--- src/source/mem_pkg.sv ---
package mem_pkg;

    // Word-addressed RAM geometry
    localparam int ADDR_W    = 8;
    localparam int DATA_W    = 32;
    localparam int BYTE_W    = 8;
    localparam int LANES     = DATA_W / BYTE_W;
    localparam int MEM_WORDS = 2 ** ADDR_W;

    // Write response queue sizing
    localparam int RESP_DEPTH = 4;
    localparam int RESP_PTR_W = $clog2(RESP_DEPTH);
    localparam int RESP_CNT_W = $clog2(RESP_DEPTH + 1);

    // One write into a single byte lane
    typedef struct packed {
        logic [ADDR_W-1:0] addr;
        logic [BYTE_W-1:0] data;
        logic              en;
    } lane_wr_t;

endpackage : mem_pkg

--- src/source/byte_lane_ram.sv ---
`timescale 1ns/1ps

module byte_lane_ram
    import mem_pkg::*;
(
    input  logic              clk,
    input  logic [ADDR_W-1:0] rd_addr,
    input  lane_wr_t          wr,
    output logic [BYTE_W-1:0] rd_data
);

    logic [BYTE_W-1:0] mem [MEM_WORDS];

    always_ff @(posedge clk) begin
        if (wr.en) begin
            mem[wr.addr] <= wr.data;
        end
    end

    // Registered read sees the old word when the write hits the same address
    always_ff @(posedge clk) begin
        rd_data <= mem[rd_addr];
    end

endmodule : byte_lane_ram

--- config.mk ---
export PLATFORM = sky130hd
export DESIGN_NAME = byte_lane_ram
export DESIGN_NICKNAME = d
export VERILOG_FILES = /design/src/source/mem_pkg.sv /design/src/source/byte_lane_ram.sv
export SDC_FILE = /design/constraint.sdc
export NUM_CORES = 2
export LEC_CHECK = 0
export ABC_CLOCK_PERIOD_IN_PS = 2500
export BUFFER_PORTS_ARGS = -buffer_cell sky130_fd_sc_hd__buf_2
export CELL_PAD_IN_SITES_DETAIL_PLACEMENT = 1
export CELL_PAD_IN_SITES_GLOBAL_PLACEMENT = 1
export CORE_MARGIN = 2
export CORE_UTILIZATION = 53
export CTS_BUF_LIST = sky130_fd_sc_hd__clkbuf_4 sky130_fd_sc_hd__clkbuf_8
export CTS_CLUSTER_SIZE = 14
export DETAILED_ROUTE_END_ITERATION = 8
export PLACE_DENSITY_LB_ADDON = 0.3
export SYNTH_ARGS = -nofsm -noshare
export SYNTH_HDL_FRONTEND = slang
export SYNTH_SLANG_ARGS = --single-unit
export TNS_END_PERCENT = 20
--- constraint.sdc ---
create_clock -name clk -period 2.5 [get_ports clk]
set_input_delay 0.5 -clock clk [delete_from_list [all_inputs] [get_ports clk]]
set_output_delay 0.5 -clock clk [all_outputs]
set_load 0.02 [all_outputs]
## After elaboration in Yosys (flattened, before gate mapping)

Memory sizes are Yosys's and may differ from the RTL's. A register that Yosys moved wholly into a read port is not among the register bits.
Index checks and enable logic that the tools add are counted.

| word-level totals | value |
|---|---|
| flip-flop bits (word level) | 0 |
| bits of input ports | 26 |
| output and inout bits | 8 |
| memories | 1 |
| logic and storage cells | 3 |
| memory bits (writable) | 2048 |

Memories:

| name | depth | bits a word | read ports | clocked after memory_dff | wr ports | RTL line | text |
|---|---|---|---|---|---|---|---|
| mem | 256 | 8 | 1 | 1 | 1 | byte_lane_ram.sv:12 | `logic [BYTE_W-1:0] mem [MEM_WORDS];` |

| operators by class | value |
|---|---|
| multiplexer cells | 2 |

Operator list:

| cell | number |
|---|---|
| 2-to-1 mux 1 bit | 2 |

## Longest topological paths before layout

| depth | value |
|---|---|
| depth in word-level cells | 2 |
| depth in mapped cells | 11 |
| depth with buffers taken out | 6 |

## Worst setup path after synthesis

OpenSTA, ideal clock, no wires.

| timing | value |
|---|---|
| path kind | input port to flip-flop |
| from | input rd_addr[0] |
| to | register rd_data[2] (read register of mem) |
| setup slack | 0.062 ns |
| library setup time | 0.131 ns |
| required time | 2.369 ns |
| stages on the path | 9 |
| arrival time | 2.307 ns |
| path buffers | 4 |
| cell sequence | buf_6 buf_12 buf_8 buf_2 mux4_2 a22oi_1 a21oi_1 nor4_1 nor4_2 |

RTL lines:

| item | RTL line | text |
|---|---|---|
| start: declaration | byte_lane_ram.sv:7 | `input logic [ADDR_W-1:0] rd_addr,` |
| end: declaration | byte_lane_ram.sv:9 | `output logic [BYTE_W-1:0] rd_data` |

## Final worst setup path

| timing | value |
|---|---|
| from | register rd_data[4] (read register of mem) |
| to | output rd_data[4] |

No word-level cell between the ends.

==> metrics.yaml <==
status: "finished, final reports clean"
final_max_slew_viol_count: 0
start_util_pct: 53.2
grt_pass1_vias: 46500
clk-insertion-delay-late_ns: 1.02
cap_violations: 0
drc_errors: 0
ant_nets: 0
cts_tree: "done"
drive_gt1_share_pct: 36.7
min_path_type: "in2reg"
dieArea_um2: 153000
drt_iter0_markers: 5246
crit_required_ns: 2.00
cts_root_buf: "clkbuf_8"
clkTransAtPathRegs_ns: 0.07
synth.top_cell.area_share_pct: 77.3
placed_cell_area_um2: 87900
synth_top_area_cell: "edfxtp_1"
multi_input_area_um2: 16600
nets: 4681
relSlewSlack_pct: 44.2
place.gp.congestion: 0.884
max_freq_mhz: 406
clockBufferDepth: 4
fp-row-count: 142
antenna_found_initial: 13
worstSetupPathType: "reg2out"
final_cell_mix: "2048 x edfxtp_1, 680 x buf_4, 454 x mux4_2"
skew_ns: 0.0582
reg2reg_depth: 6
via_per_inst: 6.34
grt_start_max_net_pins: 105
worstPathArrival_ns: 1.96
cp-end-kind: "output port"
core_um2: 149000
finalCritPeriodShare_pct: 98.5
fp.dieH_um: 391
synthArstFlopShare_pct: 0
power_leakage_nw: 31.2
syn-num-nets: 3759
grt_pass1_wl_mm: 329
worst_setup_path_start_kind: "register"
worstPathMaxFanout: 1
cts_buffers: 341
critPathSlowestCell: "dfxtp_1"
post_cts_buffers: 0
avgRoutedWirePerCell_um: 32.8
cts_sinks: 2056
htreeDepth: 5
grt_usage_pct: 30.1
critPathTopFamily: "flip-flops"
syn_area_per_cell_um2: 21.3
power_density_nw_per_um2: 751
peakVddDrop_v: 0.000587
synthTopCellsByArea: "edfxtp_1 77%, mux4_2 13%, mux2i_1 1.7%"
fill_cells: 12500
setup_tns_ns: 0
synth_edf_count: 2048
dp_hpwl_mm: 148
dr_total_vias: 43900
path_cells: "buf_2"
final_common_cell: "edfxtp_1"
fin_crit_ns: 2.46
area_growth_pct: 18.7
die_w_um: 391
fin_area_um2: 94500
crit_cells: 1
firstDrtPassIters: 7
synthCells: 3733
register_area_um2: 61700
rsz0062_at_grt: "no"
crit_path_max_incr_delay_ns: 0.65
synthFlopType: "edfxtp_1"
ys_warn_count: 0
grt_overflow: 0
ys_types: 55
synth-seq-cells: 2056
totalWireLength_mm: 227
finalSetupViolCount: 0
synth_area_um2: 79600
min_path_cells: 4
crit_buf_inv: 1
hold_viol_final: 0
io_pins: 34
tightestPinTransition_ns: 0.837
yosysSeqAreaShare_pct: 77.5
port_buffers: 33
[metal layers]
layer,routed length [um],track usage (%),up-vias
met4,8660,11.9,6
li1,-,-,17600
met2,112000,48.6,2577
met5,36,0,-
met1,85500,41.0,23200
met3,20900,5.41,501
[registers in the layout, indices dropped and copies added, names as in the netlist]
register	count
rd_data	8
mem	2048
[Yosys cell counts (all sizes together) (31+ instances only)]
cell    count
a21oi      96
a22oi     133
buf       122
clkbuf    111
edfxtp   2048
mux2i     134
mux4      456
nand2      33
nand3      34
nor2      282
nor2b      31
o221ai     47
[layout make-up]
class                   count  area share (%)
clock buffers             455            5.91
well taps                2016            2.67
clock inverters           130           0.825
multi-input cells        1442            17.6
flip-flops and latches   2056            65.3
repair buffers            812            7.73
diodes                      8          0.0212
inverters                   2         0.00795
[power by group]
part	switching, mW	total (mW)	internal (mW)
combinational	2.56	4.27	1.71
clock	13.3	28.5	15.3
sequential	0.0883	38.1	38.0
[kinds of logic (layout without fill, tap and decap cells)]
| kind of cell | count (synthesis) | in the layout | synth area share, % |
|---|---|---|---|
| other cells | 0 | 8 | 0 |
| simple gates | 466 | 466 | 2.63 |
| mux | 591 | 591 | 14.6 |
| buf+inv | 235 | 1399 | 1.83 |
| flops | 2056 | 2056 | 77.5 |
| compound gates | 385 | 385 | 3.42 |
[stage by stage]
stage	total power, mW	utilization [%]	worst slack [ns]	hold slack (ns)	cells
detailed placement	43.0	58.8	-1.43	0.747	6320
CTS	71.2	63.2	-0.0127	0.130	6913
global placement	42.8	58.8	-1.30	0.745	6320
global route	72.7	63.2	0.0126	0.212	6914
finish	70.9	63.2	0.0363	0.224	6921
floorplan	40.6	-	0.0621	0.599	3733
[what timing repair did]
action,CTS,global route
endpoints found under the hold margin,308,0
gates resized for setup,9,5
endpoints found under the setup margin,4,4
pin swaps,0,1
hold buffers,8,0
[final timing paths]
path,slack (ns),end,startpoint
min,0.22,mem[199][7],wr[10]
max reg2reg,0.04,rd_data[6],mem[235][6]
min reg2reg,1.09,rd_data[6],mem[47][6]
max,0.04,rd_data[4],rd_data[4]
Note: power is estimated with default switching activity, not from simulation.
