==> src/source/mem_pkg.sv <==
package mem_pkg;

    // Word-addressed RAM geometry
    localparam int ADDR_W    = 8;
    localparam int DATA_W    = 32;
    localparam int BYTE_W    = 8;
    localparam int LANES     = DATA_W / BYTE_W;
    localparam int MEM_WORDS = 2 ** ADDR_W;

    // Write response queue sizing
    localparam int RESP_DEPTH = 4;
    localparam int RESP_PTR_W = $clog2(RESP_DEPTH);
    localparam int RESP_CNT_W = $clog2(RESP_DEPTH + 1);

    // One write into a single byte lane
    typedef struct packed {
        logic [ADDR_W-1:0] addr;
        logic [BYTE_W-1:0] data;
        logic              en;
    } lane_wr_t;

endpackage : mem_pkg

==> src/source/axi_pkg.sv <==
package axi_pkg;

    import mem_pkg::*;

    localparam int ID_W  = 4;
    localparam int LEN_W = 8;

    // Burst type codes
    localparam logic [1:0] BURST_FIXED = 2'd0;
    localparam logic [1:0] BURST_INCR  = 2'd1;
    localparam logic [1:0] BURST_WRAP  = 2'd2;

    // Shared by AW and AR
    // A len of n means n+1 beats
    typedef struct packed {
        logic [ID_W-1:0]   id;
        logic [ADDR_W-1:0] addr;
        logic [LEN_W-1:0]  len;
        logic [1:0]        burst;
    } axi_addr_t;

    typedef struct packed {
        logic [DATA_W-1:0] data;
        logic [LANES-1:0]  strb;
        logic              last;
    } axi_w_t;

    typedef struct packed {
        logic [ID_W-1:0]   id;
        logic [DATA_W-1:0] data;
        logic              last;
    } axi_r_t;

    typedef struct packed {
        logic [ID_W-1:0] id;
    } axi_b_t;

endpackage : axi_pkg

==> src/source/axi_ram_bridge.sv <==
`timescale 1ns/1ps

module axi_ram_bridge
    import mem_pkg::*;
    import axi_pkg::*;
(
    input  logic                        clk,
    input  logic                        rst_n,
    input  axi_addr_t                   ar,
    input  logic                        ar_valid,
    output logic                        ar_ready,
    input  axi_addr_t                   aw,
    input  logic                        aw_valid,
    output logic                        aw_ready,
    input  axi_w_t                      w,
    input  logic                        w_valid,
    output logic                        w_ready,
    output axi_r_t                      r,
    output logic                        r_valid,
    input  logic                        r_ready,
    input  logic                        resp_full,
    output logic [ADDR_W-1:0]           rd_addr,
    input  logic [LANES-1:0][BYTE_W-1:0] rd_data,
    output lane_wr_t [LANES-1:0]        lane_wr,
    output logic                        resp_push,
    output logic [ID_W-1:0]             resp_id
);

    typedef enum logic [1:0] {
        RD_IDLE,
        RD_PREP,
        RD_BEAT
    } rd_state_t;

    typedef enum logic {
        WR_IDLE,
        WR_DATA
    } wr_state_t;

    rd_state_t rd_state;
    wr_state_t wr_state;

    // Current beat address and the beats still to go after it
    axi_addr_t rd_req;
    axi_addr_t wr_req;

    logic ar_hs;
    logic r_hs;
    logic aw_hs;
    logic w_hs;
    logic wr_final;

    function automatic logic [ADDR_W-1:0] next_addr(
        input logic [ADDR_W-1:0] addr,
        input logic [1:0]        burst
    );
        case (burst)
            BURST_FIXED:            next_addr = addr;
            // WRAP rolls over from the last word to 0 through the address width
            BURST_INCR, BURST_WRAP: next_addr = addr + 1'b1;
            default:                next_addr = addr + 1'b1;
        endcase
    endfunction

    // Read engine

    assign ar_ready = (rd_state == RD_IDLE);
    assign r_valid  = (rd_state == RD_BEAT);
    assign ar_hs    = ar_valid && ar_ready;
    assign r_hs     = r_valid && r_ready;

    assign r.id   = rd_req.id;
    assign r.data = rd_data;
    assign r.last = (rd_req.len == '0);

    // Look one beat ahead on a handshake so beats run back to back
    assign rd_addr = r_hs ? next_addr(rd_req.addr, rd_req.burst) : rd_req.addr;

    always_ff @(posedge clk or negedge rst_n) begin
        if (!rst_n) begin
            rd_state <= RD_IDLE;
        end else begin
            case (rd_state)
                RD_IDLE: begin
                    if (ar_hs) begin
                        rd_state <= RD_PREP;
                    end
                end
                RD_PREP: rd_state <= RD_BEAT;
                RD_BEAT: begin
                    if (r_hs && r.last) begin
                        rd_state <= RD_IDLE;
                    end
                end
                default: rd_state <= RD_IDLE;
            endcase
        end
    end

    always_ff @(posedge clk) begin
        if (ar_hs) begin
            rd_req <= ar;
        end else if (r_hs) begin
            rd_req.addr <= next_addr(rd_req.addr, rd_req.burst);
            rd_req.len  <= rd_req.len - 1'b1;
        end
    end

    // Write engine

    assign aw_ready = (wr_state == WR_IDLE) && !resp_full;
    assign w_ready  = (wr_state == WR_DATA);
    assign aw_hs    = aw_valid && aw_ready;
    assign w_hs     = w_valid && w_ready;

    // Early WLAST also closes the burst
    assign wr_final  = (wr_req.len == '0) || w.last;
    assign resp_push = w_hs && wr_final;
    assign resp_id   = wr_req.id;

    always_comb begin
        for (int i = 0; i < LANES; i++) begin
            lane_wr[i].addr = wr_req.addr;
            lane_wr[i].data = w.data[i*BYTE_W +: BYTE_W];
            lane_wr[i].en   = w_hs && w.strb[i];
        end
    end

    always_ff @(posedge clk or negedge rst_n) begin
        if (!rst_n) begin
            wr_state <= WR_IDLE;
        end else begin
            case (wr_state)
                WR_IDLE: begin
                    if (aw_hs) begin
                        wr_state <= WR_DATA;
                    end
                end
                WR_DATA: begin
                    if (w_hs && wr_final) begin
                        wr_state <= WR_IDLE;
                    end
                end
                default: wr_state <= WR_IDLE;
            endcase
        end
    end

    always_ff @(posedge clk) begin
        if (aw_hs) begin
            wr_req <= aw;
        end else if (w_hs) begin
            wr_req.addr <= next_addr(wr_req.addr, wr_req.burst);
            wr_req.len  <= wr_req.len - 1'b1;
        end
    end

    // Master must not raise WLAST before the beat count runs out
    a_wlast_on_final: assert property (
        @(posedge clk) disable iff (!rst_n)
        (w_hs && w.last) |-> (wr_req.len == '0)
    ) else $error("WLAST before final beat of write burst");

    // AW gating on full keeps the queue from overflowing at burst end
    a_no_push_when_full: assert property (
        @(posedge clk) disable iff (!rst_n)
        resp_push |-> !resp_full
    ) else $error("response push while queue full");

endmodule : axi_ram_bridge

==> config.mk <==
export PLATFORM = sky130hd
export DESIGN_NAME = axi_ram_bridge
export DESIGN_NICKNAME = d
export VERILOG_FILES = /design/src/source/mem_pkg.sv /design/src/source/axi_pkg.sv /design/src/source/axi_ram_bridge.sv
export SDC_FILE = /design/constraint.sdc
export NUM_CORES = 1
export LEC_CHECK = 0
export BUFFER_PORTS_ARGS = -buffer_cell sky130_fd_sc_hd__buf_2
export CAP_MARGIN = 15
export CORE_UTILIZATION = 37
export DETAILED_ROUTE_END_ITERATION = 16
export PLACE_DENSITY = 0.83
export SLEW_MARGIN = 10
export SYNTH_ARGS = -nofsm -noshare
export SYNTH_HDL_FRONTEND = slang
export SYNTH_SLANG_ARGS = --single-unit
export TNS_END_PERCENT = 1
==> constraint.sdc <==
create_clock -name clk -period 1.89 [get_ports clk]
set_input_delay 0.378 -clock clk [delete_from_list [all_inputs] [get_ports clk]]
set_output_delay 0.378 -clock clk [all_outputs]
set_load 0.005 [all_outputs]
======== Yosys cells after proc, flatten, opt, wreduce, memory -nomap -nowiden ========
Cells that the tools add are included.
W data, S select, Z words.
word-level totals
  register bits after elaboration ......... 47
  input bits .............................. 120
  output and inout bits ................... 122
  logic and storage cells ................. 55
cells by class
  equal/unequal tests ..................... 5
  bitwise logic cells ..................... 1
  muxes and demuxes ....................... 13
  reductions and logical operators ........ 22
  add/sub/neg operators ................... 4
operator list
  operator               count
  $mux W16               4
  $mux W8                3
  $add A8 B1 Y8 const B  2
  $logic_not A8 Y1       2
  $sub A8 B1 Y8 const B  2
  $logic_and A1 B1 Y1    11
  $logic_not A2 Y1       3
  $pmux W2 S3            1
  $mux W2                2
  $ne A2 B1 Y1 const B   2
  $reduce_and A2 Y1      2
  $reduce_bool A2 Y1     2
  $eq A2 B1 Y1 const B   1
  $eq A2 B2 Y1 const B   1
  $mux W1                2
  $ne A2 B2 Y1 const B   1
  $pmux W1 S2            1
  $logic_not A1 Y1       1
  $logic_or A1 B1 Y1     1
  $not A1 Y1             1

======== Longest topological paths before layout ========
  word-level depth ........................ 5
  mapped depth ............................ 6
  gate-level depth less buffers ........... 5

======== Worst setup path before layout ========
OpenSTA, ideal clock, no wires.
  path type ............................... reg2reg
  start point ............................. reg rd_state[1]
  end point ............................... reg rd_req[10] in the netlist's numbering (enable)
  library setup time ...................... 372 ps
  period minus slack after synthesis ...... 1860 ps
  data arrival time ....................... 1488 ps
  data required time ...................... 1518 ps
  cell stages (with the launch flop) ...... 4
  slack ................................... 30 ps
  cell sequence ........................... dfrtp_1 or3b_2 clkbuf_1 nand2_1
on the way
  longest elaborated chain between the ends .. 3
  elaborated cells on any way between the ends .. 5
  classes of those cells .................. eq/ne: 1; reduce/logical: 4
RTL lines
  item                                              line                                        source
  start, declared                                   axi_ram_bridge.sv:40                        rd_state_t rd_state;
  start signal, assigned                            axi_ram_bridge.sv:81                        rd_state <= RD_IDLE;
  start signal, assigned                            axi_ram_bridge.sv:86                        rd_state <= RD_PREP;
  start signal, assigned                            axi_ram_bridge.sv:89                        RD_PREP: rd_state <= RD_BEAT;
  $eq A2 B2 Y1 or $logic_not A2 Y1 (tied branches)  axi_ram_bridge.sv:68, axi_ram_bridge.sv:67
  $logic_and A1 B1 Y1, on equally long branches     axi_ram_bridge.sv:70, axi_ram_bridge.sv:69
  $reduce_bool A2 Y1 (no line) *                    --
  end signal, assigned                              axi_ram_bridge.sv:102                       rd_req <= ar;
  end, declared                                     axi_ram_bridge.sv:44                        axi_addr_t rd_req;
Every way passes the cells marked *; elsewhere a longest branch is shown, timed or not.
A chain may end at the register's enable or synchronous reset.

======== Worst setup path in the final report ========
  start point ............................. reg rd_state[0]
  end point ............................... out rd_addr[1]
on the way
  longest elaborated chain between the ends .. 3
RTL lines
  item                 line                  source
  $eq A2 B2 Y1         axi_ram_bridge.sv:68  assign r_valid = (rd_state == RD_BEAT);
  $logic_and A1 B1 Y1  axi_ram_bridge.sv:70  assign r_hs = r_valid && r_ready;
  $mux W8              axi_ram_bridge.sv:77  assign rd_addr = r_hs ? next_addr(rd_req.addr, rd_req.burst) : rd_req.addr;
  end, declared        axi_ram_bridge.sv:22  output logic [ADDR_W-1:0] rd_addr,
Every way passes these cells.

==> impl_results.md <==
* Status: finished, violations left
* Failing checks: setup timing
* Level count of the clock H-tree at 2
* CTS Root Cell: sky130_fd_sc_hd__clkbuf_8
* Post-synthesis register bit count at 47
* Min-delay worst type: primary input to register
* Final number of max-transition violations at 0
* Post-detailed-placement cell area at 3310 sq um
* Dpl hpwl at 5.56 mm
* Count of final setup violators at 8
* TritonCTS clock tree: done
* Count of vias placed by the detailed router at 2403
* Transition time at the pin with the least slew margin at between 0.3 and 0.4 ns
* PD cells at 1220 nW/um^2
* Clock latency of the later-clocked register in the worst-skew pair at 0.29 ns
* Detailed Routing Iterations Pass 1 at 4
* Final worst-path cycle share at 103%
* Core Footprint at 8680 sq um
* Number of violations of the max-capacitance limit at 0
* Clock Skew at between 0.01 and 0.015 ns
* Sequential Area at 1400 sq um
* Total wirelength of the detailed-routed design at 7.23 mm
* LEAKAGE at between 1.5 and 2 nW
* Detail Route Antenna Nets at 0
* All-Layer GR Usage at 15.1%
* Total of buffers placed on input and output ports at 113
* Number of placement rows at 34
* Number of antenna violations at the first check in global routing at 0
* Die height at 96.3 microns
* Required time of the worst setup path at 1.51 ns
* Ys Warns at 0
* Setup repair after global routing missed its margin: yes
* Proportion of synthesized chip area in sequential cells at 42.5%
* Final Hold Viols at 0
* Remaining max-slew budget at the tightest pin at 75.7%
* Clock edge transition at the registers on the reported setup and hold paths at 0.09 ns
* Horiz. Die Dim at 96.3 microns
* Highest attainable clock frequency at around 510 MHz
* Placer congestion estimate at 0.823
* VDD IR max at 454 uV
* CP startpoint kind: register
* Maximum count of clock buffers along a single path at 2
* Synth Area per Inst at 9.70 sq um
* Pin count of the biggest net entering global routing at 23
* FF-to-FF setup slack at 0.08 ns
* Synthesized netlist cell count at between 300 and 400
* Number of DRC markers in iteration 0 at 79
* Top Ports at around 240
* Die footprint at 9270 sq um
* Number of nets in the synthesized netlist at 465
* Start-to-end type of the worst setup path: register to output port
* Highest fanout seen on the critical path at 8
* Post-layout nets at just under 500
* Via/cell ratio at ~5
* Final setup margin at -0.0572 ns
* Multi-input combinational cell area at 1140 sq um
* Starting density of the core at 37.9%
* Fraction of final layout cells with drive strength greater than 1 at between 40% and 50%
* Fin area at 3580 sq um
* Data arrival, critical path at 1.57 ns
* Post-route DRC violation count at 0
* Overflow left after global routing at 0
* Clock period minus final worst setup slack at 1.95 ns
* Final Power at 4.36 mW
* Number of antenna diodes at 0
* CTS Sinks at 47
* TritonCTS Buffers at 5
* Area overhead of the layout relative to synthesis at 8.90%
* FILL cells at 871
* Wire length of the first global-routing pass at ~11 mm
* Routed length per placed instance at 15.1 microns
* Library cells used by synthesis at 36
* Netlist area before placement at between 3000 and 4000 sq um
* Vias in the first global route at between 2000 and 2500
* Type of element capturing the critical path: output port
==> routing by layer <==
metal	vias up	global-route usage [%]	part of all wire, %
met4	0	8.21	3.5
met1	1125	18.1	39
met5	-	0	0
met3	37	2.61	6.0
met2	97	25.8	51
li1	1144	-	-
==> cells by family after synthesis <==
logic type	Yosys count	share of synthesized area, %
buffers and inverters	121	26.1
multiplexers	3	0.989
adder cells (fa/ha/maj)	6	2.28
AND/OR/NAND/NOR	95	14.4
AO/OA/AOI/OAI	49	9.02
XOR/XNOR	18	4.79
flip-flops	47	42.5
==> cells in the mapped netlist (all sizes together) <==
| cell | number | area share, % |
|---|---|---|
| edfxtp | 44 | 40 |
| and3 | 5 | 0.95 |
| dfrtp | 3 | 2.3 |
| a21oi | 6 | 0.91 |
| nor2 | 27 | 3.1 |
| a211o | 1 | 0.27 |
| o2111ai | 2 | 0.53 |
| a41oi | 1 | 0.27 |
| nor3b | 2 | 0.46 |
| xnor2 | 5 | 1.3 |
| nor4 | 2 | 0.38 |
| mux2 | 2 | 0.68 |
| xor2 | 13 | 3.5 |
| a311o | 1 | 0.30 |
| nand3b | 1 | 0.23 |
| ha | 6 | 2.3 |
| mux2i | 1 | 0.30 |
| a31oi | 11 | 2.1 |
| clkbuf | 4 | 0.46 |
| nor3 | 3 | 0.46 |
| nand4 | 2 | 0.38 |
| or3 | 9 | 1.7 |
| o21ai | 20 | 3.0 |
| o211ai | 4 | 0.91 |
| buf | 107 | 24 |
| nand2 | 25 | 2.9 |
| or4 | 8 | 1.9 |
| o31ai | 3 | 0.68 |
| inv | 10 | 1.1 |
| nor2b | 1 | 0.19 |
| or3b | 2 | 0.53 |
| nand3 | 8 | 1.2 |
==> cell type report <==
type | instances | area share [%]
inverters | 10 | 1.05
well taps | 108 | 3.77
clock buffers | 7 | 2.41
repair buffers | 135 | 21.9
multi-input cells | 171 | 31.7
clock inverters | 1 | 0.140
flip-flops and latches | 47 | 39.0
==> where the power goes <==
| group | internal (mW) | switching [mW] | total, mW | leakage (nW) |
|---|---|---|---|---|
| combinational | 0.884 | 0.881 | 1.77 | 1.03 |
| clock | 0.296 | 0.328 | 0.624 | 0.0482 |
| sequential | 1.60 | 0.367 | 1.97 | 0.452 |
| total | 2.78 | 1.58 | 4.36 | 1.53 |
==> worst paths after layout <==
| check | endpoint | cells past startpoint | start |
|---|---|---|---|
| min reg2reg | rd_state[1]$_DFFE_PN0P_ | 1 | rd_state[1]$_DFFE_PN0P_ |
| min | wr_req[0]$_DFFE_PP_ | 1 | aw[0] |
| max | rd_addr[1] | 5 | rd_state[0]$_DFFE_PN0P_ |
| max reg2reg | rd_req[7]$_DFFE_PP_ | 3 | rd_req[5]$_DFFE_PP_ |
| max in group asynchronous | rd_state[1]$_DFFE_PN0P_ | 2 | rst_n |
| min in group asynchronous | w_ready$_DFF_PN0_ | 2 | rst_n |
==> sequential cells by signal (all words and copies together), names as in the netlist <==
name / flops
wr_req: 10
w_ready: 1
lane_wr: 8
rd_req: 18
resp_id: 4
rd_state: 2
r: 4
==> per-stage QoR <==
| stage | setup WS [ns] | utilization [%] | setup TNS, ns | hold slack [ns] | cells |
|---|---|---|---|---|---|
| 2_1_floorplan | 0.0303 | - | 0 | 0.0824 | 339 |
| 3_3_place_gp | 0.149 | 38.2 | 0 | 0.189 | 463 |
| 3_5_place_dp | 0.112 | 38.2 | 0 | 0.186 | 463 |
| 4_1_cts | -0.0614 | 40.4 | -0.300 | 0.246 | 476 |
| 5_1_grt | -0.145 | 41.3 | -0.966 | 0.232 | 479 |
| 6_report | -0.0572 | 41.3 | -0.176 | 0.254 | 479 |
==> cell usage in the layout (no fill, tap or decap), drive strengths merged <==
cell type and count:
dlygate4sd3 1, o2111ai 2, a41oi 1, nand3b 1, nand2 25, xnor2 5
nor3b 2, buf 134, xor2 13, mux2i 1, or4 8, a31oi 11
or3 9, a311o 1, a211o 1, nor2b 1, nor2 27, o21ai 20
a21oi 6, nand3 8, nor3 3, or3b 2, o211ai 4, mux2 2
nor4 2, edfxtp 44, o31ai 3, ha 6, inv 10, clkbuf 7
dfrtp 3, and3 5, clkinv 1, nand4 2
==> critical path, stage by stage (launching register included) <==
cell                       delay, ns
sky130_fd_sc_hd__dfrtp_1        0.39
sky130_fd_sc_hd__nand3b_1       0.17
sky130_fd_sc_hd__buf_6          0.16
sky130_fd_sc_hd__nor2_4         0.11
sky130_fd_sc_hd__mux2_4         0.31
sky130_fd_sc_hd__buf_6          0.12
==> repair_timing <==
| item | in CTS | in global routing |
|---|---|---|
| hold buffers | 1 | 0 |
| gates resized for setup | 12 | 8 |
| endpoints found under the hold margin | 3 | 0 |
| pin swaps | 1 | 4 |
| endpoints found under the setup margin | 10 | 10 |
| setup buffers | 4 | 3 |
(Power assumes the default switching activity.)
