[src/source/mem_pkg.sv]
package mem_pkg;

    // Word-addressed RAM geometry
    localparam int ADDR_W    = 8;
    localparam int DATA_W    = 32;
    localparam int BYTE_W    = 8;
    localparam int LANES     = DATA_W / BYTE_W;
    localparam int MEM_WORDS = 2 ** ADDR_W;

    // Write response queue sizing
    localparam int RESP_DEPTH = 4;
    localparam int RESP_PTR_W = $clog2(RESP_DEPTH);
    localparam int RESP_CNT_W = $clog2(RESP_DEPTH + 1);

    // One write into a single byte lane
    typedef struct packed {
        logic [ADDR_W-1:0] addr;
        logic [BYTE_W-1:0] data;
        logic              en;
    } lane_wr_t;

endpackage : mem_pkg

[src/source/axi_pkg.sv]
package axi_pkg;

    import mem_pkg::*;

    localparam int ID_W  = 4;
    localparam int LEN_W = 8;

    // Burst type codes
    localparam logic [1:0] BURST_FIXED = 2'd0;
    localparam logic [1:0] BURST_INCR  = 2'd1;
    localparam logic [1:0] BURST_WRAP  = 2'd2;

    // Shared by AW and AR
    // A len of n means n+1 beats
    typedef struct packed {
        logic [ID_W-1:0]   id;
        logic [ADDR_W-1:0] addr;
        logic [LEN_W-1:0]  len;
        logic [1:0]        burst;
    } axi_addr_t;

    typedef struct packed {
        logic [DATA_W-1:0] data;
        logic [LANES-1:0]  strb;
        logic              last;
    } axi_w_t;

    typedef struct packed {
        logic [ID_W-1:0]   id;
        logic [DATA_W-1:0] data;
        logic              last;
    } axi_r_t;

    typedef struct packed {
        logic [ID_W-1:0] id;
    } axi_b_t;

endpackage : axi_pkg

[src/source/write_resp_queue.sv]
`timescale 1ns/1ps

module write_resp_queue
    import mem_pkg::*;
    import axi_pkg::*;
(
    input  logic            clk,
    input  logic            rst_n,
    input  logic            push,
    input  logic [ID_W-1:0] push_id,
    input  logic            b_ready,
    output axi_b_t          b,
    output logic            b_valid,
    output logic            full
);

    logic [ID_W-1:0]       ids [RESP_DEPTH];
    logic [RESP_PTR_W-1:0] wr_ptr;
    logic [RESP_PTR_W-1:0] rd_ptr;
    logic [RESP_CNT_W-1:0] count;
    logic                  pop;

    assign b_valid = (count != '0);
    assign full    = (count == RESP_CNT_W'(RESP_DEPTH));
    assign pop     = b_valid && b_ready;
    assign b.id    = ids[rd_ptr];

    always_ff @(posedge clk) begin
        if (push) begin
            ids[wr_ptr] <= push_id;
        end
    end

    always_ff @(posedge clk or negedge rst_n) begin
        if (!rst_n) begin
            wr_ptr <= '0;
            rd_ptr <= '0;
            count  <= '0;
        end else begin
            if (push) begin
                wr_ptr <= (wr_ptr == RESP_PTR_W'(RESP_DEPTH - 1)) ? '0 : wr_ptr + 1'b1;
            end
            if (pop) begin
                rd_ptr <= (rd_ptr == RESP_PTR_W'(RESP_DEPTH - 1)) ? '0 : rd_ptr + 1'b1;
            end
            case ({push, pop})
                2'b10:   count <= count + 1'b1;
                2'b01:   count <= count - 1'b1;
                default: count <= count;
            endcase
        end
    end

    // A pop must find an entry between the pointers
    a_no_pop_when_empty: assert property (
        @(posedge clk) disable iff (!rst_n)
        pop |-> (rd_ptr != wr_ptr || full)
    ) else $error("write response queue popped while empty");

endmodule : write_resp_queue
[config.mk]
export PLATFORM = sky130hd
export DESIGN_NAME = write_resp_queue
export DESIGN_NICKNAME = d
export VERILOG_FILES = /design/src/source/mem_pkg.sv /design/src/source/axi_pkg.sv /design/src/source/write_resp_queue.sv
export SDC_FILE = /design/constraint.sdc
export NUM_CORES = 1
export LEC_CHECK = 0
export BUFFER_PORTS_ARGS = -buffer_cell sky130_fd_sc_hd__buf_4
export CAP_MARGIN = 25
export CORE_UTILIZATION = 49
export DETAILED_ROUTE_END_ITERATION = 6
export PLACE_DENSITY = 0.72
export SYNTH_ARGS = -nofsm -noshare
export SYNTH_HDL_FRONTEND = slang
export SYNTH_SLANG_ARGS = --single-unit
[constraint.sdc]
create_clock -name clk -period 1.63 [get_ports clk]
set_input_delay 0.0815 -clock clk [delete_from_list [all_inputs] [get_ports clk]]
set_output_delay 0.0815 -clock clk [all_outputs]
set_load 0.1 [all_outputs]
==> After elaboration in Yosys (flattened, before gate mapping) <==
Memories as Yosys holds them, arrays and structs flattened.
Index checks and enable logic that the tools add are counted.
{ "totals": {"output_inout_bits": 6, "latch_bits": 0, "mem_count": 1, "mem_bits_ro": 0, "word_cells": 21, "ff_bits": 7, "input_bits": 8, "mem_bits_rw": 16} }
{ "classes": {"magnitude_cmp": 0, "n_eq_ne": 5, "div": 0, "add_sub_neg": 4, "bitwise_logic": 0, "n_mul": 0, "shift": 0, "muxes": 5, "n_reduce_logical": 3} }
{ "memory_table": {"columns": ["memory", "depth", "width", "rd", "rd_clocked_by_memory_dff", "wr", "line", "text"], "rows": [
  ["ids", 4, 4, 1, 0, 1, "write_resp_queue.sv:17", "logic [ID_W-1:0] ids [RESP_DEPTH];"]
]} }
{ "ops": {"columns": ["operator", "count"], "rows": [
  ["$eq A2 B2 Y1 const B", 3],
  ["$pmux W3 S2", 1],
  ["$add A2 B1 Y2 const B", 2],
  ["$mux W2", 2],
  ["$add A3 B1 Y3 const B", 1],
  ["$eq A3 B3 Y1 const B", 1],
  ["$reduce_bool A3 Y1", 1],
  ["$sub A3 B1 Y3 const B", 1],
  ["$eq A2 B1 Y1 const B", 1],
  ["$mux W1", 2],
  ["$reduce_bool A2 Y1", 1],
  ["$logic_and A1 B1 Y1", 1]
]} }

==> Logic depth before layout (Yosys ltp) <==
Gate-level depths: netlist of run 1.
{ "depth": {"ltp_word": 4, "mapped_depth": 9, "depth_no_buf": 9} }

==> Least setup slack after synthesis of run 1 <==
No wires, ideal clock.
{ "synth_path": {"path_type": "register to register", "start": "register count[0]", "end": "register count[2]", "n_path_buf": 0, "arrival_ns": 1.853, "setup_time_ns": 0.125, "path_stages_with_launch": 10, "period_less_slack_ns": 1.978, "path_slack_ns": -0.348, "required_time_ns": 1.505, "cell_sequence": "dfrtp_1 -> or3_4 -> nand2_4 -> inv_1 -> ha_1 -> inv_1 -> fa_1 -> xor2_1 -> nor2_1 -> xor2_1"} }
{ "synth_between": {"elab_chain_cells": 4, "word_cells_on_any_way": 8, "classes_between": "add/sub: 2; eq/ne: 2; mux: 1; reduce/logical: 3"} }
{ "synth_rtl": {"columns": ["item", "line", "text"], "rows": [
  ["from (decl)", "write_resp_queue.sv:20", "logic [RESP_CNT_W-1:0] count;"],
  ["from (signal assigned)", "write_resp_queue.sv:47", "2'b10: count <= count + 1'b1;"],
  ["from (signal assigned)", "write_resp_queue.sv:48", "2'b01: count <= count - 1'b1;"],
  ["from (signal assigned)", "write_resp_queue.sv:49", "default: count <= count;"],
  ["$reduce_bool A3 Y1 *", "write_resp_queue.sv:23", "assign b_valid = (count != '0);"],
  ["named net b_valid", "write_resp_queue.sv:13", "output logic b_valid,"],
  ["$logic_and A1 B1 Y1 *", "write_resp_queue.sv:25", "assign pop = b_valid && b_ready;"],
  ["named net pop", "write_resp_queue.sv:21", "logic pop;"],
  ["$eq A2 B1 Y1 / $eq A2 B2 Y1 (equally long branches)", "write_resp_queue.sv:46", "case ({push, pop})"],
  ["$pmux W3 S2 / $reduce_bool A2 Y1 (equally long branches)", null, null]
]} }
The timed path passes the listed nets; every way through them passes the cells marked *.
A chain may end at the register's enable or synchronous reset.

==> Final worst setup path of run 1 <==
{ "layout_path": {"start": "register count[1]", "end": "register count[2]"} }
{ "layout_between": {"elab_chain_cells": 4, "word_cells_on_any_way": 8, "classes_between": "add/sub: 2; eq/ne: 2; mux: 1; reduce/logical: 3"} }
{ "layout_rtl": {"columns": ["item", "line"], "rows": [
  ["$reduce_bool A3 Y1 *", "write_resp_queue.sv:23"],
  ["$logic_and A1 B1 Y1 *", "write_resp_queue.sv:25"],
  ["named net pop", "write_resp_queue.sv:21"],
  ["$eq A2 B1 Y1 / $eq A2 B2 Y1 (equally long branches)", "write_resp_queue.sv:46"],
  ["$pmux W3 S2 / $reduce_bool A2 Y1 (equally long branches)", null]
]} }
Marked as above.

==> summary by stage, run 1 <==
Route
The number of design rule violations left after detail routing is 0. The via count normalized by instance count is 4.87. The total wire length after detailed routing is 1.66 mm.

The number of design-rule violations left by the first detailed-router iteration is 4. The routed layout has 570 vias. The post-route antenna net violation count is 0.

The final routed wire length divided by cell count is 14.2 µm. The count of TritonRoute iterations in the first routing pass is 2.

Floorplan
During I/O placement, the number of pins put on the boundary was 14. The row count is 16. The die is 47.6 µm wide. The placeable core region is 1960 µm². In this run the vertical extent of the chip is 47.6 µm. For this configuration, the core starts out at a cell density of 52.0%. The floorplan step defined a die boundary enclosing 2270 µm².

Place
The sum of net half-perimeters after detailed placement is 1.19 mm. In this run the tool buffered the top-level ports with 13 buffer cells. Routability-driven placement finished with a final weighted congestion of 0.701.

Once placement finished, the instance area stood at 1190 µm².

Outcome
The final reports fail on negative setup slack. The flow ran to the end, but the final reports show violations.

GRT
Global routing used 17.8% of the available tracks. Global routing finished with a remaining overflow of 0. The initial antenna violation count is 0. The via count of the first global-routing pass was 581. The pin count of the biggest net entering global routing is 14.

The wire length of the first global-routing pass is 2.57 mm.

Logic synthesis
Summing the areas of all fa, ha and maj instances in the mapped netlist gives 9.33% of the synthesized area. Counting flops and latches in the post-synthesis netlist gives 23. The synthesized area per cell is 16.7 µm².

The mux contribution to synthesized area is 12.8%. During synthesis, Yosys emitted a total of 0 warnings. The share of the Yosys chip area taken by registers is 64.3%. The synthesized netlist devotes 0.982% of its cell area to compound gates. Synthesis instantiated 19 different standard cells from the library. Summing every instance area after synthesis gives 1020 µm².

After synthesis, the largest family of logic cells by area is multiplexers. The synthesized netlist cell count is 61. The area share of xor/xnor cells in the synthesized design is 2.58%.

When the netlist entered floorplanning its net count stood at 76. The simple-gate share of the synthesized area is 6.99%.

Timing
In the post-route analysis, the smallest setup slack over all paths is -0.112 ns. The sum of negative setup slack is -0.227 ns. Timing would allow up to 574 MHz. The share of the clock period used by the worst path is 107%. The tightest slew margin relative to the limit is 81.6%. The count of final max-slew check failures came to 0. Setup repair after global routing could not meet its margin everywhere. The final hold violation count is 0. The final critical-path required period is 1.74 ns. Setup violations remaining at the end of the flow were counted as 3. Across the routed clock network, the largest skew measured is 0.00446 ns. The tightest hold path in the finished design has a slack of 0.0974 ns. At the pin with the least slew margin, the transition time is 0.278 ns.

Setup path
The worst reg-to-reg path cell count is 9. The instance count on the critical path is 9. The critical path's slowest cell is sky130_fd_sc_hd__or3_4. The category of the worst setup path capture point is a flop. Walking the worst path, the cells encountered are or3_4 -> nand2_4 -> inv_2 -> ha_4 -> inv_2 -> fa_2 -> xor2_1 -> nor2_1 -> xor2_1.

The worst setup path is launched from a flop. The delay contributed by the slowest stage of the critical path is 0.41 ns. Together, buffers and inverters on the worst path number 2. The worst register-to-register path begins at count[1]$_DFFE_PN0P_. The worst setup path is of the flop to flop kind.

At the worst endpoint, the required time is 1.84 ns. In this run the worst path has a maximum fanout of 2. Broken down by cell family, the worst path's largest delay share belongs to simple AND/OR/NAND/NOR gates. The launch point of the worst path is count[1]$_DFFE_PN0P_. The arrival time at the worst endpoint is 1.96 ns.

Layout
The number of antenna diodes in the final layout is 0. In the final layout, the share of cells above drive strength 1 is 41.1%. After routing the design area is 1320 µm². The top cell types in the final layout, fill and taps aside, are sky130_fd_sc_hd__edfxtp_1, sky130_fd_sc_hd__buf_4, sky130_fd_sc_hd__dfrtp_1, sky130_fd_sc_hd__dlygate4sd3_1. The post-synthesis to final-layout area growth is 29.2%. In the final design database the tool counted 106 nets.

Worst hold path
The worst min-delay path class is input pin to asynchronous set/reset pin.

Run
The tool flagged a number of max-cap violations equal to 0.

Clocking
The number of buffers added by the clock tree synthesis step is 3. TritonCTS built the clock tree. The maximum root-to-sink buffer count is 2. The clock network latency to the later pin of the worst-skew pair is 0.31 ns. The buffer cell driving the clock tree root is sky130_fd_sc_hd__clkbuf_4. The count of clock tree sinks is 23. Clock-pin slew was measured on the worst setup and hold paths at 0.13 ns. The maximum level of the CTS H-tree is 1.
-- layout make-up --
cell class	instances	area, µm²
Clock buffer	3	22.5
Clock inverter	1	5.00
Fill cell	165	644
Inverter	7	26.3
Multi-Input combinational cell	30	348
Sequential cell	23	657
Tap cell	27	33.8
Timing Repair Buffer	26	225
-- path summary, 6_finish.rpt --
check	to	slack (ns)
min reg2reg	count[2]$_DFFE_PN0P_	0.57
max	count[2]$_DFFE_PN0P_	-0.11
max in group asynchronous	rd_ptr[0]$_DFFE_PN0P_	1.40
min in group clk	count[0]$_DFFE_PN0P_	0.19
min	count[0]$_DFFE_PN0P_	0.1
max reg2reg	count[2]$_DFFE_PN0P_	-0.11
-- Yosys cell counts --
master / number / share of area [%]
sky130_fd_sc_hd__mux4_2: 4 / 8.8
sky130_fd_sc_hd__mux2i_1: 1 / 0.98
sky130_fd_sc_hd__and2_1: 4 / 2.5
sky130_fd_sc_hd__or3_1: 1 / 0.61
sky130_fd_sc_hd__ha_1: 6 / 7.4
sky130_fd_sc_hd__dfrtp_1: 7 / 17
sky130_fd_sc_hd__mux2_4: 2 / 2.9
sky130_fd_sc_hd__fa_1: 1 / 2.0
sky130_fd_sc_hd__buf_2: 1 / 0.49
sky130_fd_sc_hd__nand2_4: 1 / 1.1
sky130_fd_sc_hd__and3_1: 1 / 0.61
sky130_fd_sc_hd__or3_4: 1 / 1.1
sky130_fd_sc_hd__xnor2_1: 1 / 0.86
sky130_fd_sc_hd__nand2_1: 1 / 0.37
sky130_fd_sc_hd__o21ai_0: 2 / 0.98
sky130_fd_sc_hd__nor2_1: 2 / 0.74
sky130_fd_sc_hd__inv_1: 7 / 2.6
sky130_fd_sc_hd__edfxtp_1: 16 / 47
sky130_fd_sc_hd__xor2_1: 2 / 1.7
-- logic make-up after synthesis --
logic type               after synthesis
flip-flops                            23
AND/OR/NAND/NOR                       11
buffers and inverters                  8
multiplexers                           7
adder cells (fa/ha/maj)                7
XOR/XNOR                               3
AO/OA/AOI/OAI                          2
-- flip-flops by register name, indices dropped and copies added (netlist names) --
name,flops
ids,16
count,3
rd_ptr,2
wr_ptr,2
-- worst reg2reg max path, stage by stage (launching register included) --
cell                      delay (ns)
sky130_fd_sc_hd__dfrtp_1        0.40
sky130_fd_sc_hd__or3_4          0.41
sky130_fd_sc_hd__nand2_4        0.07
sky130_fd_sc_hd__inv_2          0.04
sky130_fd_sc_hd__ha_4           0.15
sky130_fd_sc_hd__inv_2          0.05
sky130_fd_sc_hd__fa_2           0.18
sky130_fd_sc_hd__xor2_1         0.15
sky130_fd_sc_hd__nor2_1         0.07
sky130_fd_sc_hd__xor2_1         0.13
-- per-stage QoR --
step           utilization (%)  instances  setup WS, ns
6_report                  67.2        117        -0.112
5_1_grt                   67.2        117        -0.183
4_1_cts                   66.8        116        -0.132
3_5_place_dp              60.7        104        -0.108
3_3_place_gp              60.7        104       -0.0945
2_1_floorplan                -         61        -0.283
-- routing by layer --
metal  wire length [µm]  global-route usage [%]  share of wire (%)
met1                718                    21.4                 43
met2                900                    31.0                 54
met3                 36                    4.53                2.2
met4                  8                    6.67               0.48
met5                  0                       0                  0
-- what timing repair did --
action,4_1_cts,5_1_grt
pin swaps,5,4
setup buffers,2,1
hold endpoints to repair,24,0
endpoints found under the setup margin,6,6
gates cloned,0,0
gates resized for setup,5,0
hold buffers,6,0
Power of run 1 is left out: the tool's default activity adds up to more than one toggle a clock period on the data nets, which glitch-free logic cannot reach.
==> run 2, diff against run 1 <==
--- a/config.mk
+++ b/config.mk
@@ -7,9 +7,12 @@
 export LEC_CHECK = 0
 export BUFFER_PORTS_ARGS = -buffer_cell sky130_fd_sc_hd__buf_4
 export CAP_MARGIN = 25
-export CORE_UTILIZATION = 49
+export CELL_PAD_IN_SITES_DETAIL_PLACEMENT = 0
+export CELL_PAD_IN_SITES_GLOBAL_PLACEMENT = 1
+export CORE_UTILIZATION = 41
 export DETAILED_ROUTE_END_ITERATION = 6
-export PLACE_DENSITY = 0.72
+export PLACE_DENSITY = 0.74
+export SLEW_MARGIN = 20
 export SYNTH_ARGS = -nofsm -noshare
 export SYNTH_HDL_FRONTEND = slang
 export SYNTH_SLANG_ARGS = --single-unit
==> summary by stage, run 2 (synthesis gave the netlist of run 1 again) <==
Outcome
Status: finished, violations left (unchanged). Violations in the final reports: negative setup slack (unchanged).

Setup path
The number of buffers and inverters on the critical path was 2 (unchanged). The category of the worst setup path capture point was a flop (unchanged). The critical path's top delay family is simple AND/OR/NAND/NOR gates (unchanged).

The delay contributed by the slowest stage of the critical path is 0.40 ns (was 0.41 ns). The launching element type of the critical path is a flop (unchanged). The type of the worst setup path is flop to flop (unchanged). The critical path's slowest cell is sky130_fd_sc_hd__dfrtp_1 (was sky130_fd_sc_hd__or3_4). The arrival time at the worst endpoint is 1.95 ns (was 1.96 ns).

Worst-path cell chain: or3_4 -> nand2_4 -> inv_2 -> ha_4 -> inv_2 -> fa_2 -> xor2_1 -> nor2_1 -> xor2_1 (unchanged). The required time of the critical path came to 1.83 ns (was 1.84 ns). The largest fanout on the critical path is 2 (unchanged).

Floorplan
The placeable core region was 2280 µm² (was 1960 µm²). The row count is 17 (was 16). The effective utilization at floorplan is 44.8% (was 52.0%). The area enclosed by the die boundary came to 2690 µm² (was 2270 µm²).

The number of I/O pins is 14 (unchanged). The die width is 51.9 µm (was 47.6 µm). The overall die height came to 51.9 µm (was 47.6 µm).

Route
The total wire length after detailed routing is 1.52 mm (was 1.66 mm). The count of TritonRoute iterations in the first routing pass is 3 (was 2). The vias after detailed routing is 554 (was 570). The number of design rule violations left after detail routing is 0 (unchanged).

The via count normalized by instance count is 4.69 (was 4.87). The post-route antenna net violation count was 0 (unchanged). The number of design-rule violations left by the first detailed-router iteration was 2 (was 4). The final routed wire length divided by cell count came to 12.8 µm (was 14.2 µm).

Timing
The final critical-path required period is 1.75 ns (was 1.74 ns). The post-route clock skew is 0.00215 ns (was 0.00446 ns). The share of the clock period used by the worst path came to 108% (was 107%). The maximum achievable frequency came to 570 MHz (was 574 MHz). The count of final max-slew check failures is 0 (unchanged). Setup repair after global routing missed its margin: yes (unchanged).

The final count of negative-setup-slack endpoints is 2 (was 3). The final hold violation count is 0 (unchanged). The transition at the pin with the smallest max-transition slack was 0.268 ns (was 0.278 ns). The sum of negative setup slack came to -0.223 ns (was -0.227 ns). The worst path setup slack after routing came to -0.123 ns (was -0.112 ns). The tightest slew margin relative to the limit was 82.2% (was 81.6%).

Clocking
The buffer cell driving the clock tree root is sky130_fd_sc_hd__clkbuf_4 (unchanged). The maximum root-to-sink buffer count is 2 (unchanged). The TritonCTS clock tree is yes (unchanged). The number of buffers added by the clock tree synthesis step is 3 (unchanged). The maximum level of the CTS H-tree is 1 (unchanged). The clock transition at the register clock pins on the worst setup and hold paths after CTS is 0.12 ns (was 0.13 ns). The count of clock tree sinks came to 23 (unchanged).

The clock network latency to the later pin of the worst-skew pair is 0.30 ns (was 0.31 ns).

GRT
The initial antenna violation count was 0 (unchanged). The global-route congestion overflow total came to 0 (unchanged). The via count of the first global-routing pass is 636 (was 581). The wire length of the first global-routing pass was 2.61 mm (was 2.57 mm). The pin count of the biggest net entering global routing is 14 (unchanged). The total global routing track utilization is 14.1% (was 17.8%).

Layout
The count of antenna diodes in the layout came to 0 (unchanged). Commonest cells after routing, fill and taps aside: sky130_fd_sc_hd__edfxtp_1, sky130_fd_sc_hd__buf_4, sky130_fd_sc_hd__dfrtp_1, sky130_fd_sc_hd__dlygate4sd3_1 (unchanged). Largest regs: ids (16), count (3) (unchanged). The post-synthesis to final-layout area growth is 29.7% (was 29.2%). The final design area excluding fillers came to 1320 µm² (about the same). The final net count is 106 (unchanged). The number of flip-flops in the largest register was 16 (unchanged). The number of non-filler instances in the completed layout came to 118 (was 117). The fill cell instance count of the final layout is 182 (was 165).

The fraction of final layout cells sized beyond drive strength 1 is 41.1% (unchanged). The register with the most flip-flops is ids (unchanged). The commonest non-fill, non-tap cell in the layout is sky130_fd_sc_hd__edfxtp_1.

Place
The sum of net half-perimeters after detailed placement came to 1.12 mm (was 1.19 mm). The number of buffers inserted by port buffering is 13 (unchanged). The weighted congestion at the end of routability-driven global placement was 0.672 (was 0.701). The post-placement cell area is 1190 µm² (about the same). The instance count after placement with tap cells included is 105 (was 104).

Run
The number of violations of the max-capacitance limit was 0 (unchanged).

Worst hold path
The worst min-delay path class is input pin to asynchronous set/reset pin (unchanged).
[run 2: cell type report]
type / count / area, µm² / share of cell area [%]
Clock inverter: 1 / 5.00 / 0.378
Sequential cell: 23 / 657 / 49.7
Tap cell: 28 / 35.0 / 2.65
Inverter: 7 / 26.3 / 1.99
Clock buffer: 3 / 22.5 / 1.70
Timing Repair Buffer: 26 / 229 / 17.3
Multi-Input combinational cell: 30 / 348 / 26.3
[run 2: repair_timing]
| action | CTS | global route |
|---|---|---|
| hold buffers | 6 | 0 |
| gates resized for setup | 5 | 1 |
| setup buffers | 3 | 0 |
| pin swaps | 1 | 5 |
| endpoints found under the hold margin | 24 | 0 |
| setup endpoints to repair | 6 | 7 |
[run 2: per-stage QoR]
stage	util [%]	worst slack [ns]	hold slack, ns
3_3_place_gp	52.4	-0.0730	-0.0999
6_report	58.1	-0.123	0.116
5_1_grt	58.1	-0.188	0.113
2_1_floorplan	-	-0.283	-0.214
4_1_cts	57.9	-0.112	0.0904
3_5_place_dp	52.4	-0.0928	-0.0974
[run 2: path summary, 6_finish.rpt]
check	startpoint	endpoint	slack, ns	cells past startpoint
worst max-delay path	count[1]$_DFFE_PN0P_	count[2]$_DFFE_PN0P_	-0.12	9
worst min-delay path	rst_n	count[2]$_DFFE_PN0P_	0.12	2
worst max register to register	count[1]$_DFFE_PN0P_	count[2]$_DFFE_PN0P_	-0.12	9
worst min register to register	count[2]$_DFFE_PN0P_	count[2]$_DFFE_PN0P_	0.57	2
max in group asynchronous	rst_n	rd_ptr[0]$_DFFE_PN0P_	1.38	2
min in group clk	b_ready	count[0]$_DFFE_PN0P_	0.20	5
[run 2: metal layers]
layer	global-route usage [%]	share of wire [%]	vias up
met5	0	0	-
met1	16.2	47	275
met3	3.51	2.2	2
met4	6.76	0.86	0
met2	24.4	50	6
li1	-	-	271
Power of run 2 is left out for the same reason.
==> run 3, diff against run 2 <==
--- a/config.mk
+++ b/config.mk
@@ -11,7 +11,9 @@
 export CELL_PAD_IN_SITES_GLOBAL_PLACEMENT = 1
 export CORE_UTILIZATION = 41
 export DETAILED_ROUTE_END_ITERATION = 6
+export HOLD_SLACK_MARGIN = 0.12
 export PLACE_DENSITY = 0.74
+export REMOVE_ABC_BUFFERS = 1
 export SLEW_MARGIN = 20
 export SYNTH_ARGS = -nofsm -noshare
 export SYNTH_HDL_FRONTEND = slang
==> summary by stage, run 3 (synthesis gave the netlist of run 1 again) <==
Outcome
Status: finished, violations left (unchanged). Violations in the final reports: negative setup slack (unchanged).

Layout
The fraction of final layout cells sized beyond drive strength 1 was 40.0% (was 41.1%). The post-synthesis to final-layout area growth is 29.8% (was 29.7%). Commonest cells after routing, fill and taps aside: sky130_fd_sc_hd__edfxtp_1, sky130_fd_sc_hd__buf_4, sky130_fd_sc_hd__dlygate4sd3_1 (was sky130_fd_sc_hd__edfxtp_1, sky130_fd_sc_hd__buf_4, sky130_fd_sc_hd__dfrtp_1, sky130_fd_sc_hd__dlygate4sd3_1).

The commonest non-fill, non-tap cell in the layout is sky130_fd_sc_hd__edfxtp_1 (unchanged). Largest regs: ids (16), count (3) (unchanged). The final net count is 106 (unchanged). The number of flip-flops in the largest register was 16 (unchanged).

The count of antenna diodes in the layout was 0 (unchanged). The register with the most flip-flops is ids (unchanged).

Clocking
The clock transition at the register clock pins on the worst setup and hold paths after CTS was 0.12 ns (about the same). The maximum level of the CTS H-tree is 1 (unchanged). The clock network latency to the later pin of the worst-skew pair is 0.30 ns (about the same).

The count of clock tree sinks is 23 (unchanged). The TritonCTS clock tree was yes (unchanged). The maximum root-to-sink buffer count is 2 (unchanged). The number of buffers added by the clock tree synthesis step came to 3 (unchanged).

The buffer cell driving the clock tree root is sky130_fd_sc_hd__clkbuf_4 (unchanged).

Worst hold path
The origin of the worst min-delay path is b_ready. The cell count of the worst hold path is 5. The worst-case hold path end point is count[0]$_DFFE_PN0P_. The worst min-delay path class was input pin to flop (was input pin to asynchronous set/reset pin).

GRT
The pin count of the biggest net entering global routing is 14 (unchanged). The global-route congestion overflow total came to 0 (unchanged). The initial antenna violation count is 0 (unchanged).

The via count of the first global-routing pass is 559 (was 636). The wire length of the first global-routing pass is 2.48 mm (was 2.61 mm). The total global routing track utilization is 13.6% (was 14.1%).

Timing
The final hold slack came to 0.204 ns (was 0.116 ns). The transition at the pin with the smallest max-transition slack is 0.335 ns (was 0.268 ns). The tightest slew margin relative to the limit is 77.6% (was 82.2%). The final hold violation count is 0 (unchanged).

The sum of negative setup slack came to -0.173 ns (was -0.223 ns). The share of the clock period used by the worst path came to 106% (was 108%). The final critical-path required period is 1.73 ns (was 1.75 ns). The final count of negative-setup-slack endpoints came to 2 (unchanged). The maximum achievable frequency is 579 MHz (was 570 MHz). Setup repair after global routing missed its margin: yes (unchanged). The worst path setup slack after routing is -0.0969 ns (was -0.123 ns). The post-route clock skew is 0.000888 ns (was 0.00215 ns).

The count of final max-slew check failures is 0 (unchanged).

Setup path
The required time of the critical path was 1.83 ns (about the same). The largest fanout on the critical path is 2 (unchanged). The launch point of the worst path was count[0]$_DFFE_PN0P_ (was count[1]$_DFFE_PN0P_).

The launching element type of the critical path was a flop (unchanged). The type of the worst setup path is flop to flop (unchanged). The arrival time at the worst endpoint is 1.92 ns (was 1.95 ns). The worst flop-to-flop path endpoint is count[2]$_DFFE_PN0P_ (unchanged). The source of the worst register-to-register timing path is count[0]$_DFFE_PN0P_ (was count[1]$_DFFE_PN0P_). The category of the worst setup path capture point is a flop (unchanged). The setup slack of the most critical reg-to-reg path is -0.1 ns (was -0.12 ns).

The worst reg-to-reg path cell count is 9 (unchanged).

Route
The final routed wire length divided by cell count came to 12.5 µm (was 12.8 µm). The count of TritonRoute iterations in the first routing pass is 3 (unchanged). The via count normalized by instance count is 4.74 (was 4.69). The vias after detailed routing is 559 (was 554).

The post-route antenna net violation count was 0 (unchanged). The number of design-rule violations left by the first detailed-router iteration is 5 (was 2). The number of design rule violations left after detail routing is 0 (unchanged). The total wire length after detailed routing is 1.47 mm (was 1.52 mm).

Floorplan
The die width is 51.9 µm (unchanged). The effective utilization at floorplan is 44.8% (unchanged). The number of I/O pins is 14 (unchanged). The placeable core region came to 2280 µm² (unchanged). The overall die height is 51.9 µm (unchanged). The row count is 17 (unchanged). The area enclosed by the die boundary is 2690 µm² (unchanged).

Run
The number of violations of the max-capacitance limit is 0 (unchanged).

Place
The sum of net half-perimeters after detailed placement is 1.10 mm (was 1.12 mm). The number of buffers inserted by port buffering was 13 (unchanged). The weighted congestion at the end of routability-driven global placement is 0.693 (was 0.672).
run 3: cell types whose count changed in the layout (fill, tap and decap cells not counted):
| cell | previous run | this run |
|---|---|---|
| sky130_fd_sc_hd__buf_6 | 5 | 4 |
| sky130_fd_sc_hd__inv_4 | 0 | 1 |
| sky130_fd_sc_hd__dlygate4sd3_1 | 6 | 7 |
| sky130_fd_sc_hd__inv_2 | 2 | 1 |
run 3: how the worst max path moves through the flow:
| stage | depth (start not counted) | slack, ns | to |
|---|---|---|---|
| after floorplan | 9 | -0.35 | count[2]$_DFFE_PN0P_ |
| after global placement | 9 | -0.14 | count[2]$_DFFE_PN0P_ |
| after detailed placement | 9 | -0.14 | count[2]$_DFFE_PN0P_ |
| after CTS | 9 | -0.14 | count[2]$_DFFE_PN0P_ |
| after global routing | 9 | -0.20 | count[2]$_DFFE_PN0P_ |
| final | 9 | -0.1 | count[2]$_DFFE_PN0P_ |
run 3: per-layer routing:
metal	global-route usage, %	up-vias	part of all wire, %
li1	-	274	-
met1	16.8	277	45
met2	22.4	6	52
met3	3.51	2	2.0
met4	5.41	0	1.1
met5	0	-	0
run 3: per-stage QoR:
step                setup slack, ns  util, %  std cells  area, µm²
floorplan                    -0.348        -         60       1010
global route                 -0.199     58.2        118       1320
finish                      -0.0969     58.2        118       1320
detailed placement           -0.145     51.7        105       1180
CTS                          -0.135     58.1        118       1320
global placement             -0.138     51.7        105       1180
run 3: what timing repair did:
action / 4_1_cts / 5_1_grt
hold buffers: 7 / 0
endpoints found under the setup margin: 6 / 6
pin swaps: 5 / 4
hold endpoints to repair: 25 / 0
gates resized for setup: 10 / 1
buffers inserted: 2 / 0
run 3: layout make-up:
| cell class | count | area, µm² |
|---|---|---|
| well taps | 28 | 35.0 |
| flip-flops and latches | 23 | 657 |
| clock buffers | 3 | 22.5 |
| clock inverters | 1 | 5.00 |
| multi-input cells | 30 | 348 |
| inverters | 7 | 28.8 |
| repair buffers | 26 | 228 |
| fillers | 191 | 952 |
run 3: critical path: stages (launching register included):
cell,delay (ns)
sky130_fd_sc_hd__dfrtp_1,0.39
sky130_fd_sc_hd__or3_4,0.40
sky130_fd_sc_hd__nand2_4,0.08
sky130_fd_sc_hd__inv_4,0.04
sky130_fd_sc_hd__ha_4,0.15
sky130_fd_sc_hd__inv_2,0.04
sky130_fd_sc_hd__fa_2,0.18
sky130_fd_sc_hd__xor2_1,0.15
sky130_fd_sc_hd__nor2_1,0.06
sky130_fd_sc_hd__xor2_1,0.13
Power of run 3 is left out for the same reason.
